## src/rtl/mm2s_pkg.sv

```systemverilog
/*
	MM2S read engine shared definitions: bus widths, packed beat
	structs and completion response codes
*/
`default_nettype none

package mm2s_pkg;

	localparam int DATA_W = 32;
	localparam int ADDR_W = 32;
	localparam int LANES = DATA_W / 8;
	localparam int LANE_W = $clog2(LANES);
	localparam int LEN_W = 16;

	// Ordered so that an error code compares above OK
	typedef enum logic [1:0] {
		RESP_NONE,
		RESP_OK,
		RESP_SLVERR,
		RESP_DECERR
	} mm2s_resp_e;

	typedef struct packed {
		logic [ADDR_W-1:0] addr;
		logic [7:0] len;
		logic [2:0] size;
	} ar_req_t;

	typedef struct packed {
		logic [DATA_W-1:0] data;
		logic [1:0] resp;
		logic last;
	} r_beat_t;

	typedef struct packed {
		logic [DATA_W-1:0] data;
		logic [LANES-1:0] strb;
		logic last;
	} strm_beat_t;

	typedef struct packed {
		logic [LANES-1:0] strb;
		logic last;
		logic valid;
	} strm_side_t;

endpackage

`default_nettype wire

```

## src/rtl/byte_lane_mux.sv

```systemverilog
/*
	Byte lane multiplexer: picks a byte-offset slice of a two-word
	window, spreading the offset bits over STAGES register levels
*/
`timescale 1ns/1ps
`default_nettype none

module byte_lane_mux #(
	parameter int STAGES = 2
) (
	input logic clk,
	input logic rst_n,
	input logic enable,
	input logic [2*mm2s_pkg::DATA_W-1:0] window,
	input logic [mm2s_pkg::LANE_W-1:0] offset,
	output logic [mm2s_pkg::DATA_W-1:0] data
);
	import mm2s_pkg::*;

	logic [2*DATA_W-1:0] win_in [STAGES];
	logic [LANE_W-1:0] off_in [STAGES];

	assign win_in[0] = window;
	assign off_in[0] = offset;

	for (genvar s = 0; s < STAGES; s++) begin : g_stage
		logic [2*DATA_W-1:0] win_shift;

		// Offset bit b is applied in stage b mod STAGES
		always_comb begin
			win_shift = win_in[s];
			for (int b = 0; b < LANE_W; b++) begin
				if ((b % STAGES) == s && off_in[s][b]) begin
					win_shift = win_shift >> (8 << b);
				end
			end
		end

		if (s < STAGES - 1) begin : g_mid
			always_ff @(posedge clk) begin
				if (!rst_n) begin
					off_in[s+1] <= '0;
				end else if (enable) begin
					off_in[s+1] <= off_in[s];
				end
			end

			always_ff @(posedge clk) begin
				if (enable) begin
					win_in[s+1] <= win_shift;
				end
			end
		end else begin : g_last
			always_ff @(posedge clk) begin
				if (enable) begin
					data <= win_shift[DATA_W-1:0];
				end
			end
		end
	end

endmodule

`default_nettype wire

```

## src/rtl/mm2s_burst_planner.sv

```systemverilog
/*
	MM2S burst planner: drives the AXI read-address channel, splitting a
	transfer into bursts limited by MAX_BURST and the 4 KB boundary
*/
`timescale 1ns/1ps
`default_nettype none

module mm2s_burst_planner #(
	parameter int MAX_BURST = 15
) (
	input logic clk,
	input logic rst_n,
	input logic start,
	input logic [mm2s_pkg::ADDR_W-1:0] start_addr,
	input logic [mm2s_pkg::LEN_W-1:0] bytes_to_read,
	output mm2s_pkg::ar_req_t ar,
	output logic ar_valid,
	input logic ar_ready,
	output logic req_done
);
	import mm2s_pkg::*;

	typedef enum logic [1:0] {ST_IDLE, ST_SIZE, ST_LEN, ST_ADDR} state_e;

	state_e state;

	// Bytes left minus one, counted from the start of the current word
	logic [LEN_W:0] rem_m1;
	logic [LEN_W-LANE_W:0] beats_left_m1;
	logic [11:0] bytes_4k;
	logic [11-LANE_W:0] beats_4k_m1;
	logic [LEN_W:0] covered;
	logic [2:0] size_nxt;
	logic [7:0] len_b;
	logic [7:0] len_c;
	logic [7:0] len_min;

	always_comb begin
		beats_left_m1 = rem_m1[LEN_W:LANE_W];
		bytes_4k = 12'hFFF - ar.addr[11:0];
		beats_4k_m1 = bytes_4k[11:LANE_W];
		covered = (LEN_W + 1)'((32'(ar.len) + 1) << LANE_W);

		// Narrowest size that still holds the tail of a short transfer
		size_nxt = 3'(LANE_W);
		for (int s = LANE_W; s >= 0; s--) begin
			if (rem_m1 < (LEN_W + 1)'(1 << s)) begin
				size_nxt = 3'(s);
			end
		end

		len_min = 8'(MAX_BURST);
		if (len_b < len_min) begin
			len_min = len_b;
		end
		if (len_c < len_min) begin
			len_min = len_c;
		end
	end

	always_ff @(posedge clk) begin
		if (!rst_n) begin
			state <= ST_IDLE;
			ar_valid <= 1'b0;
			req_done <= 1'b0;
		end else begin
			case (state)
				ST_IDLE: begin
					if (start) begin
						state <= ST_SIZE;
						req_done <= 1'b0;
					end
				end
				ST_SIZE: begin
					state <= req_done ? ST_IDLE : ST_LEN;
				end
				ST_LEN: begin
					state <= ST_ADDR;
					ar_valid <= 1'b1;
				end
				ST_ADDR: begin
					if (ar_ready) begin
						state <= ST_SIZE;
						ar_valid <= 1'b0;
						req_done <= (rem_m1 < covered);
					end
				end
			endcase
		end
	end

	always_ff @(posedge clk) begin
		case (state)
			ST_IDLE: begin
				if (start) begin
					ar.addr <= start_addr;
					rem_m1 <= {1'b0, bytes_to_read} + (LEN_W + 1)'(start_addr[LANE_W-1:0]) - 1'b1;
				end
			end
			ST_SIZE: begin
				ar.size <= size_nxt;
				len_b <= (beats_left_m1 > 'hFF) ? 8'hFF : beats_left_m1[7:0];
				len_c <= (beats_4k_m1 > 'hFF) ? 8'hFF : beats_4k_m1[7:0];
			end
			ST_LEN: begin
				ar.len <= len_min;
			end
			ST_ADDR: begin
				// Later bursts start on a word boundary
				if (ar_ready) begin
					ar.addr <= {ar.addr[ADDR_W-1:LANE_W] + (ADDR_W - LANE_W)'(ar.len) + 1'b1,
						{LANE_W{1'b0}}};
					rem_m1 <= rem_m1 - covered;
				end
			end
		endcase
	end

endmodule

`default_nettype wire

```

## src/rtl/mm2s_realigner.sv

```systemverilog
/*
	MM2S realigner: accepts read beats, tracks byte counts and the
	response, and builds the two-word shift window with strobes and last
*/
`timescale 1ns/1ps
`default_nettype none

module mm2s_realigner (
	input logic clk,
	input logic rst_n,
	input logic start,
	input logic [mm2s_pkg::ADDR_W-1:0] start_addr,
	input logic [mm2s_pkg::LEN_W-1:0] bytes_to_read,
	input logic ar_fire,
	input logic enable,
	input mm2s_pkg::r_beat_t r,
	input logic r_valid,
	output logic r_ready,
	output logic [2*mm2s_pkg::DATA_W-1:0] window,
	output logic [mm2s_pkg::LANE_W-1:0] offset,
	output mm2s_pkg::strm_side_t side,
	output mm2s_pkg::mm2s_resp_e response
);
	import mm2s_pkg::*;

	typedef enum logic [1:0] {S1_IDLE, S1_WAIT_REQ, S1_FETCH, S1_FLUSH} s1_state_e;

	s1_state_e s1_state;
	logic [LEN_W:0] bytes_in;
	logic [DATA_W-1:0] s1_data;
	logic s1_valid;

	logic s2_active;
	logic s2_first;
	logic s2_drop;
	logic s2_emit;
	logic [LEN_W-1:0] bytes_out;

	assign r_ready = (s1_state == S1_FETCH) && enable;

	// First word only fills the window when the start offset spills into a second word
	assign s2_emit = !(s2_first && s2_drop);

	always_ff @(posedge clk) begin
		if (!rst_n) begin
			s1_state <= S1_IDLE;
			s1_valid <= 1'b0;
			response <= RESP_NONE;
		end else begin
			case (s1_state)
				S1_IDLE: begin
					s1_valid <= 1'b0;
					if (start) begin
						s1_state <= S1_WAIT_REQ;
						response <= RESP_NONE;
					end
				end
				S1_WAIT_REQ: begin
					if (ar_fire) begin
						s1_state <= S1_FETCH;
					end
				end
				S1_FETCH: begin
					if (enable) begin
						s1_valid <= r_valid;
						if (r_valid) begin
							if (response == RESP_NONE || response == RESP_OK) begin
								case (r.resp)
									2'b10: response <= RESP_SLVERR;
									2'b11: response <= RESP_DECERR;
									default: response <= RESP_OK;
								endcase
							end
							if (r.last && bytes_in <= (LEN_W + 1)'(LANES)) begin
								s1_state <= S1_FLUSH;
							end
						end
					end
				end
				S1_FLUSH: begin
					// Zero beats push the final word through the window
					if (!s2_active) begin
						s1_state <= S1_IDLE;
						s1_valid <= 1'b0;
					end else if (enable) begin
						s1_valid <= 1'b1;
					end
				end
			endcase
		end
	end

	always_ff @(posedge clk) begin
		if (start && s1_state == S1_IDLE) begin
			bytes_in <= {1'b0, bytes_to_read} + (LEN_W + 1)'(start_addr[LANE_W-1:0]);
		end else if (r_ready && r_valid) begin
			bytes_in <= bytes_in - (LEN_W + 1)'(LANES);
		end

		if (r_ready) begin
			s1_data <= r.data;
		end else if (s1_state == S1_FLUSH && enable) begin
			s1_data <= '0;
		end
	end

	always_ff @(posedge clk) begin
		if (!rst_n) begin
			s2_active <= 1'b0;
			s2_first <= 1'b0;
			side <= '0;
		end else begin
			if (enable) begin
				side.valid <= 1'b0;
				side.last <= 1'b0;
				if (s2_active && s1_valid) begin
					s2_first <= 1'b0;
					if (s2_emit) begin
						side.valid <= 1'b1;
						side.last <= (bytes_out <= LEN_W'(LANES));
						for (int i = 0; i < LANES; i++) begin
							side.strb[i] <= (bytes_out > LEN_W'(i));
						end
						if (bytes_out <= LEN_W'(LANES)) begin
							s2_active <= 1'b0;
						end
					end
				end
			end
			if (start) begin
				s2_active <= 1'b1;
				s2_first <= 1'b1;
			end
		end
	end

	always_ff @(posedge clk) begin
		if (start) begin
			bytes_out <= bytes_to_read;
			offset <= start_addr[LANE_W-1:0];
			s2_drop <= ({1'b0, bytes_to_read} + (LEN_W + 1)'(start_addr[LANE_W-1:0]))
				> (LEN_W + 1)'(LANES);
		end else if (enable && s2_active && s1_valid) begin
			// Duplicating the first word avoids a separate load path
			window <= s2_first ? {s1_data, s1_data} : {s1_data, window[2*DATA_W-1:DATA_W]};
			if (s2_emit) begin
				bytes_out <= bytes_out - LEN_W'(LANES);
			end
		end
	end

endmodule

`default_nettype wire

```

## src/rtl/mm2s_top.sv

```systemverilog
/*
	MM2S read engine top: busy tracking and the path from AXI read
	bursts through realignment to the output stream FIFO
*/
`timescale 1ns/1ps
`default_nettype none

module mm2s_top #(
	parameter int MAX_BURST = 15,
	parameter int FIFO_DEPTH = 16
) (
	input logic clk,
	input logic rst_n,
	input logic trigger,
	input logic [mm2s_pkg::ADDR_W-1:0] start_addr,
	input logic [mm2s_pkg::LEN_W-1:0] bytes_to_read,
	output logic busy,
	output mm2s_pkg::mm2s_resp_e response,
	output mm2s_pkg::ar_req_t ar,
	output logic ar_valid,
	input logic ar_ready,
	input mm2s_pkg::r_beat_t r,
	input logic r_valid,
	output logic r_ready,
	output mm2s_pkg::strm_beat_t strm,
	output logic strm_valid,
	input logic strm_ready
);
	import mm2s_pkg::*;

	localparam int STAGES = LANE_W;

	logic start;
	logic req_done;
	logic rd_done;
	logic ar_fire;
	logic enable;
	logic fifo_in_ready;
	logic [2*DATA_W-1:0] window;
	logic [LANE_W-1:0] offset;
	logic [DATA_W-1:0] mux_data;
	strm_side_t side;
	strm_side_t side_dly;
	strm_beat_t fifo_in;

	assign start = trigger && !busy;
	assign ar_fire = ar_valid && ar_ready;
	// Pipeline moves when the FIFO takes the head beat or the head is empty
	assign enable = fifo_in_ready || !side_dly.valid;
	assign fifo_in = '{data: mux_data, strb: side_dly.strb, last: side_dly.last};

	always_ff @(posedge clk) begin
		if (!rst_n) begin
			busy <= 1'b0;
			rd_done <= 1'b0;
		end else begin
			if (!busy) begin
				busy <= trigger;
				rd_done <= 1'b0;
			end else begin
				busy <= !(req_done && rd_done);
				if (side_dly.valid && side_dly.last && fifo_in_ready) begin
					rd_done <= 1'b1;
				end
			end
		end
	end

	mm2s_burst_planner #(
		.MAX_BURST(MAX_BURST)
	) planner_inst (
		.clk(clk),
		.rst_n(rst_n),
		.start(start),
		.start_addr(start_addr),
		.bytes_to_read(bytes_to_read),
		.ar(ar),
		.ar_valid(ar_valid),
		.ar_ready(ar_ready),
		.req_done(req_done)
	);

	mm2s_realigner realigner_inst (
		.clk(clk),
		.rst_n(rst_n),
		.start(start),
		.start_addr(start_addr),
		.bytes_to_read(bytes_to_read),
		.ar_fire(ar_fire),
		.enable(enable),
		.r(r),
		.r_valid(r_valid),
		.r_ready(r_ready),
		.window(window),
		.offset(offset),
		.side(side),
		.response(response)
	);

	byte_lane_mux #(
		.STAGES(STAGES)
	) mux_inst (
		.clk(clk),
		.rst_n(rst_n),
		.enable(enable),
		.window(window),
		.offset(offset),
		.data(mux_data)
	);

	reg_slice #(
		.payload_t(strm_side_t),
		.STAGES(STAGES)
	) side_slice_inst (
		.clk(clk),
		.rst_n(rst_n),
		.enable(enable),
		.din(side),
		.dout(side_dly)
	);

	stream_fifo #(
		.payload_t(strm_beat_t),
		.DEPTH(FIFO_DEPTH)
	) fifo_inst (
		.clk(clk),
		.rst_n(rst_n),
		.in_data(fifo_in),
		.in_valid(side_dly.valid),
		.in_ready(fifo_in_ready),
		.out_data(strm),
		.out_valid(strm_valid),
		.out_ready(strm_ready)
	);

endmodule

`default_nettype wire

```

## src/rtl/reg_slice.sv

```systemverilog
/*
	Register delay line of STAGES entries for any payload type,
	advancing only while enable is high
*/
`timescale 1ns/1ps
`default_nettype none

module reg_slice #(
	parameter type payload_t = logic,
	parameter int STAGES = 2
) (
	input logic clk,
	input logic rst_n,
	input logic enable,
	input payload_t din,
	output payload_t dout
);

	payload_t pipe [STAGES];

	always_ff @(posedge clk) begin
		if (!rst_n) begin
			for (int i = 0; i < STAGES; i++) begin
				pipe[i] <= '0;
			end
		end else if (enable) begin
			pipe[0] <= din;
			for (int i = 1; i < STAGES; i++) begin
				pipe[i] <= pipe[i-1];
			end
		end
	end

	assign dout = pipe[STAGES-1];

endmodule

`default_nettype wire

```

## src/rtl/stream_fifo.sv

```systemverilog
/*
	Synchronous FIFO with valid/ready on both sides, built as a
	circular buffer with an occupancy count
*/
`timescale 1ns/1ps
`default_nettype none

module stream_fifo #(
	parameter type payload_t = logic,
	parameter int DEPTH = 16
) (
	input logic clk,
	input logic rst_n,
	input payload_t in_data,
	input logic in_valid,
	output logic in_ready,
	output payload_t out_data,
	output logic out_valid,
	input logic out_ready
);
	localparam int PTR_W = (DEPTH > 1) ? $clog2(DEPTH) : 1;
	localparam int CNT_W = $clog2(DEPTH + 1);

	payload_t mem [DEPTH];
	logic [PTR_W-1:0] wr_ptr;
	logic [PTR_W-1:0] rd_ptr;
	logic [CNT_W-1:0] count;
	logic push;
	logic pop;

	assign in_ready = (count != CNT_W'(DEPTH));
	assign out_valid = (count != '0);
	assign push = in_valid && in_ready;
	assign pop = out_valid && out_ready;
	assign out_data = mem[rd_ptr];

	always_ff @(posedge clk) begin
		if (push) begin
			mem[wr_ptr] <= in_data;
		end
	end

	always_ff @(posedge clk) begin
		if (!rst_n) begin
			wr_ptr <= '0;
			rd_ptr <= '0;
			count <= '0;
		end else begin
			if (push) begin
				wr_ptr <= (wr_ptr == PTR_W'(DEPTH - 1)) ? '0 : wr_ptr + 1'b1;
			end
			if (pop) begin
				rd_ptr <= (rd_ptr == PTR_W'(DEPTH - 1)) ? '0 : rd_ptr + 1'b1;
			end
			case ({push, pop})
				2'b10: count <= count + 1'b1;
				2'b01: count <= count - 1'b1;
				default: count <= count;
			endcase
		end
	end

endmodule

`default_nettype wire
```

## config.mk

```make
export PLATFORM = sky130hd
export DESIGN_NAME = mm2s_top
export DESIGN_NICKNAME = d
export VERILOG_FILES = /design/src/rtl/mm2s_pkg.sv /design/src/rtl/byte_lane_mux.sv /design/src/rtl/mm2s_burst_planner.sv /design/src/rtl/mm2s_realigner.sv /design/src/rtl/mm2s_top.sv /design/src/rtl/reg_slice.sv /design/src/rtl/stream_fifo.sv
export SDC_FILE = /design/constraint.sdc
export NUM_CORES = 1
export LEC_CHECK = 0
export BUFFER_PORTS_ARGS = -buffer_cell sky130_fd_sc_hd__buf_2
export CAP_MARGIN = 20
export CORE_MARGIN = 2
export CORE_UTILIZATION = 50
export DETAILED_ROUTE_END_ITERATION = 6
export PLACE_DENSITY = 0.68
export SETUP_SLACK_MARGIN = 0.2
export SLEW_MARGIN = 20
export SYNTH_ARGS = -nofsm -noshare
export SYNTH_HDL_FRONTEND = slang
export SYNTH_SLANG_ARGS = --single-unit
```

## constraint.sdc

```tcl
create_clock -name clk -period 6 [get_ports clk]
set_input_delay 1.2 -clock clk [delete_from_list [all_inputs] [get_ports clk]]
set_output_delay 1.2 -clock clk [all_outputs]
set_load 0.02 [all_outputs]
```

## After elaboration in Yosys (flattened, before gate mapping)

Memories as Yosys holds them, arrays and structs flattened. A register that Yosys moved wholly into a read port is not among the register bits.
Cells that the tools add are included.

- Register bits: 322
- Bits in writable memories: 604
- Input port bits: 89
- Output and inout port bits: 86
- Logic and storage cells: 205
- Memories kept: 2

- $add $sub $neg: 13
- Magnitude comparators: 14
- Equal/unequal tests: 25
- Muxes and demuxes: 68
- Bitwise operators: 4
- Reduce and logical (&&, ||, !) cells: 48

Memory list:

| name | depth | width | read ports | clocked after memory_dff | write ports | line | source |
|---|---|---|---|---|---|---|---|
| fifo_inst.mem | 16 | 37 | 1 | 1 | 1 | stream_fifo.sv:24 | `payload_t mem [DEPTH];` |
| side_slice_inst.pipe | 2 | 6 | 2 | 0 | 2 | reg_slice.sv:19 | `payload_t pipe [STAGES];` |

Operators by type and width:

| operator | count |
|---|---|
| $mux 32 | 6 |
| $mux 17 | 4 |
| $pmux 32 s2 | 1 |
| $mux 16 | 3 |
| $mux 48 | 1 |
| $pmux 17 s2 | 1 |
| $gt 16x1->1 const B | 2 |
| $gt 16x2->1 const B | 2 |
| $add 30x1->30 const B | 1 |
| $add 30x8->30 | 1 |
| $mux 2 | 15 |
| $mux 1 | 21 |
| $reduce_bool 2->1 | 10 |
| $add 16x2->17 | 1 |
| $gt 17x3->1 const B | 1 |
| $le 17x3->1 const B | 1 |
| $lt 17x1->1 const B | 1 |
| $lt 17x17->1 | 1 |
| $lt 17x2->1 const B | 1 |
| $sub 17x1->17 const B | 1 |
| $sub 17x17->17 | 1 |
| $sub 17x3->17 const B | 1 |
| $le 16x3->1 const B | 1 |
| $logic_and 1x1->1 | 16 |
| other kinds (37) | 78 |

## Depth between registers and ports, before layout

Gate-level depths: netlist (run 1).
An unclocked memory read counts as a cell.

- Word-level depth: 7
- Mapped depth: 13
- Gate-level depth less buffers: 12

## Modules after synthesis

Synthesis (run 1) repeated with hierarchy kept, for this count alone.

- Cell total of the unflattened synthesis: 2,259
- Area total of the unflattened synthesis: 40,050.9 µm²

By module, submodules not included:

| module | instances | cells each | area each (µm²) | seq. area each (µm²) |
|---|---|---|---|---|
| stream_fifo | 1 | 935 | 23,490.0 | 18,117.4 |
| mm2s_realigner | 1 | 507 | 6,680.2 | 4,224.1 |
| mm2s_burst_planner | 1 | 602 | 5,791.8 | 2,332.2 |
| byte_lane_mux | 1 | 172 | 3,497.1 | 2,422.3 |
| reg_slice | 1 | 33 | 505.5 | 360.3 |
| mm2s_top | 1 | 10 | 86.3 | 40.0 |

## Worst setup path after synthesis (run 1)

Ideal clock, no wire load.

- Path type: input to register
- From: in trigger
- To: reg, netlist name realigner_inst.window[0]
- Library setup time: 0.486 ns
- Data arrival time: 4.762 ns
- Required time: 5.514 ns
- Setup slack: 0.752 ns
- Stages on the path: 6
- Path buffers: 3
- Path through: nand2b_1 clkbuf_1 inv_1 clkbuf_1 clkbuf_1 nor2_1

- Cells in the longest elaborated chain, start to end: 3

RTL lines:

| element | line | source |
|---|---|---|
| start, declared | mm2s_top.sv:14 | `input logic trigger,` |
| $logic_and 1x1->1 | mm2s_top.sv:46 | `assign start = trigger && !busy;` |
| via planner_inst.start | mm2s_burst_planner.sv:13 | `input logic start,` |
| $not 1->1 (no source line) | n/a |  |
| $reduce_and 2->1 (no source line) | n/a |  |

The timed path passes the listed nets, and every way through them passes these cells.
A chain may end at the register's enable or synchronous reset.

==> results of run 1 <==
## cell type report
| class | count | area [sq um] | share of cell area |
|---|---|---|---|
| sequential | 928 | 27500 | 0.629 |
| multi-input combinational | 1086 | 10700 | 0.244 |
| clock buffer | 121 | 2500 | 0.0573 |
| tap | 1030 | 1290 | 0.0295 |
| timing repair buffer | 206 | 1150 | 0.0263 |
| clock inverter | 48 | 450 | 0.0103 |
| inverter | 42 | 160 | 0.00366 |
| antenna | 4 | 10.0 | 0.000229 |
## cells by family after synthesis
logic type / Yosys count
mux: 317
other cells: 2
xor+xnor: 99
compound gates: 188
simple gates: 422
flops: 928
fa+ha+maj: 55
buf+inv: 145
## power by group through the flow
stage	Sequential (mW)	Combinational [mW]	Clock, mW
after global routing	7.79	1.13	5.94
after global placement	7.86	1.00	0
after CTS	7.75	1.03	5.71
after detailed placement	7.88	1.02	0
after floorplan	7.85	0.693	0
final	7.75	1.02	5.60
## sequential cells by signal (all words and copies together), names as in the netlist, 16 cells and up, named ones only
signal                    count
fifo_inst.mem               592
planner_inst.rem_m1          17
mux_inst.win_in              48
mux_inst.data                32
realigner_inst.s1_data       32
realigner_inst.bytes_in      17
realigner_inst.window        64
planner_inst.ar              42
realigner_inst.bytes_out     16
## metal layers
metal / global-route usage / vias up / share of wire
met5: 0 / - / 0.0016
met4: 0.0660 / 20 / 0.028
met3: 0.0459 / 158 / 0.068
met2: 0.350 / 644 / 0.50
met1: 0.282 / 10300 / 0.40
li1: - / 8943 / -
## final timing paths
path | startpoint | endpoint | slack, ps
setup / recovery | flop | strm[4] | 1500
hold / removal | realigner_inst.s1_data[0] | realigner_inst.window[32] | 430
hold reg to reg | realigner_inst.s1_data[0] | realigner_inst.window[32] | 430
setup reg to reg | planner_inst.state[0] | planner_inst.ar[34] | 2530
## metrics by stage
stage,instances,utilization
after floorplan,2159,-
after global placement,3291,0.535
after detailed placement,3291,0.535
after CTS,3460,0.574
after global routing,3463,0.574
final,3465,0.574
## cells in the final DEF (no fill, tap or decap), types with 52 or more instances in the layout
master,instances
a21oi_1,70
and3_1,52
buf_2,173
clkbuf_16,95
edfxtp_1,891
mux2_2,119
mux4_2,185
nand2_1,103
nor2_1,102
xnor2_1,66
==> summary.txt, run 1 <==
Outcome
  • Outcome: completed

STA
  • Final hold vios: 0
  • Slew @ Worst Pin: 1060 ps
  • Fin crit period: 4500 ps
  • TNS Setup: 0 ps
  • RSZ-0062 raised after global routing: no
  • Max frequency: 222 MHz
  • Clock skew: 22.2 ps
  • Period Utilization, post-route: 0.750
  • Slew HR: 0.292
  • Min Hold Slack: 433 ps
  • Final setup viols: 0
  • Worst path setup slack after routing: 1500 ps
  • Slew Viols, Final: 0

Power
  • Int Power: 11.1 mW
  • Final Total Pwr: 14.4 mW
  • VDD IR-drop max: 0.225 mV
  • PD cells: 329 nW/um^2
  • Combinational power share: 0.071
  • Sequential share of power: 0.540
  • Leak: 14.4 nW
  • Net switching fraction of the power: 0.229
  • Switching power of the nets: 3.29 mW
  • Clk pwr share: 0.389

Placed design
  • Gpl congestion: 0.856
  • DPL Wire Length: 48,700 um
  • Placed instance area: 40,800 sq um
  • Worst slack, placed: 1850 ps
  • Port Buffers: 173

Logic synthesis
  • Syn_area_per_cell: 17.9 sq um
  • Synthesized instance count: 2,156
  • Ys flop type: edfxtp_1
  • Unique masters post-synth: 71
  • Post-synthesis mux area share: 0.146
  • Synth Area in Adders: 0.0186
  • Mapped Area: 38,600 sq um
  • Count leader, synth: edfxtp_1
  • Simple-Gate Fraction of Synth Area: 0.0553
  • Yosys top cell by area: edfxtp_1
  • Post-Synth XOR/XNOR Area: 0.0224
  • Compound-Gate Fraction of Synth Area: 0.0303
  • Top cells by count, synth: edfxtp_1, mux4_2, mux2_2
  • Seq/Total Area, Yosys: 0.712
  • Yosys reg bits: 928
  • FFs w/ async S/R, synth: 0
  • Largest family of logic cells by synthesized area: multiplexers
  • Synth top area share: 0.693
  • Synth warnings: 0
  • EDFF count, synth: 891
  • Top post-synthesis cells by area: edfxtp_1, mux4_2, mux2_2

Global routing
  • Grt ovf: 0
  • Antenna violations before repair: 16
  • GRT Util Overall: 0.212
  • Largest net degree at the start of global routing: 76
  • First-pass GRT wire length: 125,000 um
  • Vias in the first global route: 20.5k

Finish
  • Share of layout cells above drive strength 1: 0.284
  • Fill cells: 5,661
  • Final net count: 2,502
  • Design area: 43,700 sq um
  • Area delta synth->final: 13.2%

Setup path
  • Crit path cell chain: buf_4 > mux4_2 > mux4_2 > buf_2
  • WP data required: 4800 ps
  • R2R depth: 7
  • Crit. path cell count: 4
  • Slowest stage delay, CP: 890 ps
  • CP endpoint kind: output port
  • Critical Path Slowest Stage Cell: dfxtp_4
  • Top Family by Delay on Critical Path: multiplexers
  • CP Buf/Inv Count: 2
  • Critical Path AT: 3300 ps
  • Max FO, Critical Path: 39
  • Most used cell, CP: mux4_2
  • Startpoint Class: flop
  • Worst setup path category: flop to output port

Floorplan
  • Die width: 282 um
  • Initial Utilization: 0.507
  • Die area: 79,500 sq um
  • Core area: 76,200 sq um
  • Die Y: 282 um
  • IO Count: 175
  • # rows: 101

Hold path
  • Min-Delay Path Depth: 0
  • Class of the worst hold path: flop to flop

Clock tree
  • Cts repair resizes: 0
  • Num CTS Buffers: 94
  • Hold_buf cts: 0
  • Clk sink count: 928
  • CTS tree: yes
  • Clock-pin slew on the worst setup and hold paths: 60 ps
  • Clock Tree Root: clkbuf_16
  • H-tree lvl count: 3
  • Max Root-Sink Buffers: 3
  • Post-CTS Setup Inserts: 0
  • Worst-Skew Late Latency: 650 ps

Route
  • DRC violations left: 0
  • Drt via density: 5.79
  • Via count: 20.1k
  • Starting DRT DRC Count: 1,651
  • DR pass1 iterations: 5
  • Total Wirelength: 82,400 um
  • Routed len/inst: 23.8 um
  • Post-DRT Antenna Nets: 0

Flow run
  • Max_cap viols: 0
Power figures use the tool's default switching activity.
==> run 2, diff against run 1 <==
- ABC_AREA: not set -> 1
- PLACE_DENSITY: 0.68 -> 0.7
- clock period: 6 -> 3.8 ns (I/O delays scaled with it)
==> summary.txt, run 2 <==
Logic synthesis
  • FFs w/ async S/R, synth: 0
  • EDFF count, synth: 891
  • Largest family of logic cells by synthesized area: simple AND/OR/NAND/NOR gates
  • Simple-Gate Fraction of Synth Area: 0.104
  • Compound-Gate Fraction of Synth Area: 0.0992
  • Top post-synthesis cells by area: edfxtp_1, nand2_1, o21ai_0
  • Top cells by count, synth: edfxtp_1, nand2_1, inv_1
  • Count leader, synth: edfxtp_1
  • Yosys reg bits: 928
  • Synth Area in Adders: 0.0178
  • Post-synthesis mux area share: 0.0389
  • Mapped Area: 40,400 sq um
  • Synth warnings: 0
  • Seq/Total Area, Yosys: 0.681
  • Yosys top cell by area: edfxtp_1
  • Unique masters post-synth: 52
  • Synthesized instance count: 3,405
  • Syn_area_per_cell: 11.9 sq um
  • Post-Synth XOR/XNOR Area: 0.00911
  • Synth top area share: 0.662
  • Ys flop type: edfxtp_1

Route
  • DRC violations left: 0
  • DR pass1 iterations: 5
  • Starting DRT DRC Count: 2,266
  • Total Wirelength: 90,500 um
  • Routed len/inst: 19.2 um
  • Post-DRT Antenna Nets: 0
  • Drt via density: 5.44
  • Via count: 25.7k

Clock tree
  • Clk sink count: 928
  • Clock-pin slew on the worst setup and hold paths: 60 ps
  • CTS tree: yes
  • Max Root-Sink Buffers: 3
  • Num CTS Buffers: 96
  • Worst-Skew Late Latency: 660 ps
  • Cts repair resizes: 0
  • Clock Tree Root: clkbuf_16
  • Hold_buf cts: 0
  • H-tree lvl count: 3
  • Post-CTS Setup Inserts: 0

Power
  • Sequential share of power: 0.451
  • PD cells: 627 nW/um^2
  • VDD IR-drop max: 0.482 mV
  • Final Total Pwr: 28.7 mW
  • Leak: 17.0 nW
  • Clk pwr share: 0.308
  • Net switching fraction of the power: 0.316
  • Switching power of the nets: 9.08 mW
  • Int Power: 19.6 mW
  • Combinational power share: 0.242

Floorplan
  • Die area: 83,100 sq um
  • Initial Utilization: 0.503
  • Die width: 288 um
  • IO Count: 175
  • # rows: 104
  • Die Y: 288 um
  • Core area: 80,300 sq um

Finish
  • Antenna cells: 0
  • Final Util: 0.570
  • Most common cell after layout, fill and taps aside: edfxtp_1
  • Final net count: 3,727
  • Most frequent cells in the layout: edfxtp_1, nand2_1, inv_1
  • Number of flip-flops in the largest register: 592
  • Regs by FF count: fifo_inst.mem (592), realigner_inst.window (64), mux_inst.win_in (48)
  • Reg with most FFs: fifo_inst.mem
  • Fill cells: 6,408
  • Area delta synth->final: 13.2%
  • Share of layout cells above drive strength 1: 0.126

STA
  • TNS Setup: 0 ps
  • RSZ-0062 raised after global routing: no
  • Min Hold Slack: 313 ps
  • Final hold vios: 0
  • Slew @ Worst Pin: 1060 ps
  • Worst path setup slack after routing: 358 ps
  • Clock skew: 31.5 ps
  • Period Utilization, post-route: 0.906
  • Slew HR: 0.292
  • Slew Viols, Final: 0
  • Max frequency: 291 MHz
  • Final setup viols: 0
  • Fin crit period: 3440 ps

Global routing
  • GRT Util Overall: 0.219
  • Vias in the first global route: 24.8k
  • First-pass GRT wire length: 140,000 um
  • Antenna violations before repair: 1
  • Grt ovf: 0
  • Largest net degree at the start of global routing: 149

Placed design
  • Gpl congestion: 0.866
  • Worst slack, placed: 634 ps
  • DPL Wire Length: 54,900 um
  • Port Buffers: 173

Setup path
  • Worst setup path category: flop to output port
  • Most used cell, CP: o21ai_0
  • Critical Path AT: 2680 ps
  • WP data required: 3040 ps
  • CP Buf/Inv Count: 3
  • Startpoint Class: flop
  • Crit path cell chain: buf_4 > buf_12 > a21oi_1 > o21ai_0 > o21ai_0 > o211ai_1 > nand2_1 > buf_2
  • Critical Path Slowest Stage Cell: dfxtp_4
  • CP endpoint kind: output port
  • Slowest stage delay, CP: 500 ps
  • Top Family by Delay on Critical Path: buffers and inverters
  • Reg2reg start: planner_inst.ar[3]
  • Max FO, Critical Path: 58

Hold path
  • Class of the worst hold path: input pin to flop
  • Hold_sp: start_addr[0]

Flow run
  • Max_cap viols: 0

Outcome
  • Outcome: completed
[run 2: cell count changes in the layout (fill, tap and decap cells not counted), sizes merged, moves of 127 or more]
| cell | before | now |
|---|---|---|
| nand2 | 103 | 553 |
| inv | 46 | 372 |
| mux2i | 13 | 148 |
| nor2 | 116 | 243 |
| o21ai | 54 | 315 |
| a21oi | 71 | 208 |
| mux4 | 185 | 0 |
| o211ai | 3 | 149 |
[run 2: power by group through the flow]
stage | Combinational (mW) | Sequential [mW] | Clock, mW
after floorplan | 4.81 | 13.0 | 0
after detailed placement | 6.96 | 13.1 | 0
final | 6.93 | 12.9 | 8.83
after global routing | 7.71 | 13.0 | 9.39
after global placement | 6.85 | 13.1 | 0
after CTS | 7.00 | 12.9 | 8.98
[run 2: metrics by stage]
step | cells | instance area [sq um]
2_1_floorplan | 3408 | 40400
3_3_place_gp | 4545 | 42700
3_5_place_dp | 4545 | 42700
4_1_cts | 4726 | 45700
5_1_grt | 4726 | 45700
6_report | 4726 | 45700
[run 2: kinds of logic after synthesis]
| family | after synthesis |
|---|---|
| DFF | 928 |
| adders and majority gates | 55 |
| xor gates and xnor gates | 42 |
| AOI/OAI and AO/OA | 711 |
| buffers and inverters | 528 |
| muxes | 156 |
| and+or+nand+nor | 983 |
| other | 2 |
[run 2: routing by layer]
metal  vias to the layer above  wire length, um  track usage  part of all wire
met4                         0             2330       0.0699             0.026
met3                       158             5470       0.0289             0.060
met1                     12400            38500        0.294              0.43
met5                         -                0            0                 0
met2                       801            44200        0.371              0.49
li1                      12400                -            -                 -
[run 2: worst register-to-register path: cells and delay by family (launching register included)]
family / cells / cell delay [ps]
AOI/OAI and AO/OA: 1 / 720
xor gates and xnor gates: 1 / 180
adders and majority gates: 2 / 420
buffers and inverters: 2 / 190
DFF: 1 / 410
and+or+nand+nor: 6 / 610
[run 2: worst paths after layout]
check / endpoint / slack (ps) / depth (start not counted)
setup / recovery: strm[29] / 360 / 8
hold / removal: realigner_inst.offset[0] / 310 / 1
setup reg to reg: planner_inst.ar[41] / 1050 / 12
hold reg to reg: realigner_inst.window[38] / 450 / 0
[run 2: cell type report]
class / instances / area, sq um / area share
sequential: 928 / 27500 / 0.602
multi-input combinational: 1952 / 11000 / 0.241
clock buffer: 122 / 2590 / 0.0567
timing repair buffer: 232 / 1480 / 0.0325
inverter: 373 / 1400 / 0.0307
tap: 1060 / 1330 / 0.0290
clock inverter: 59 / 398 / 0.00870
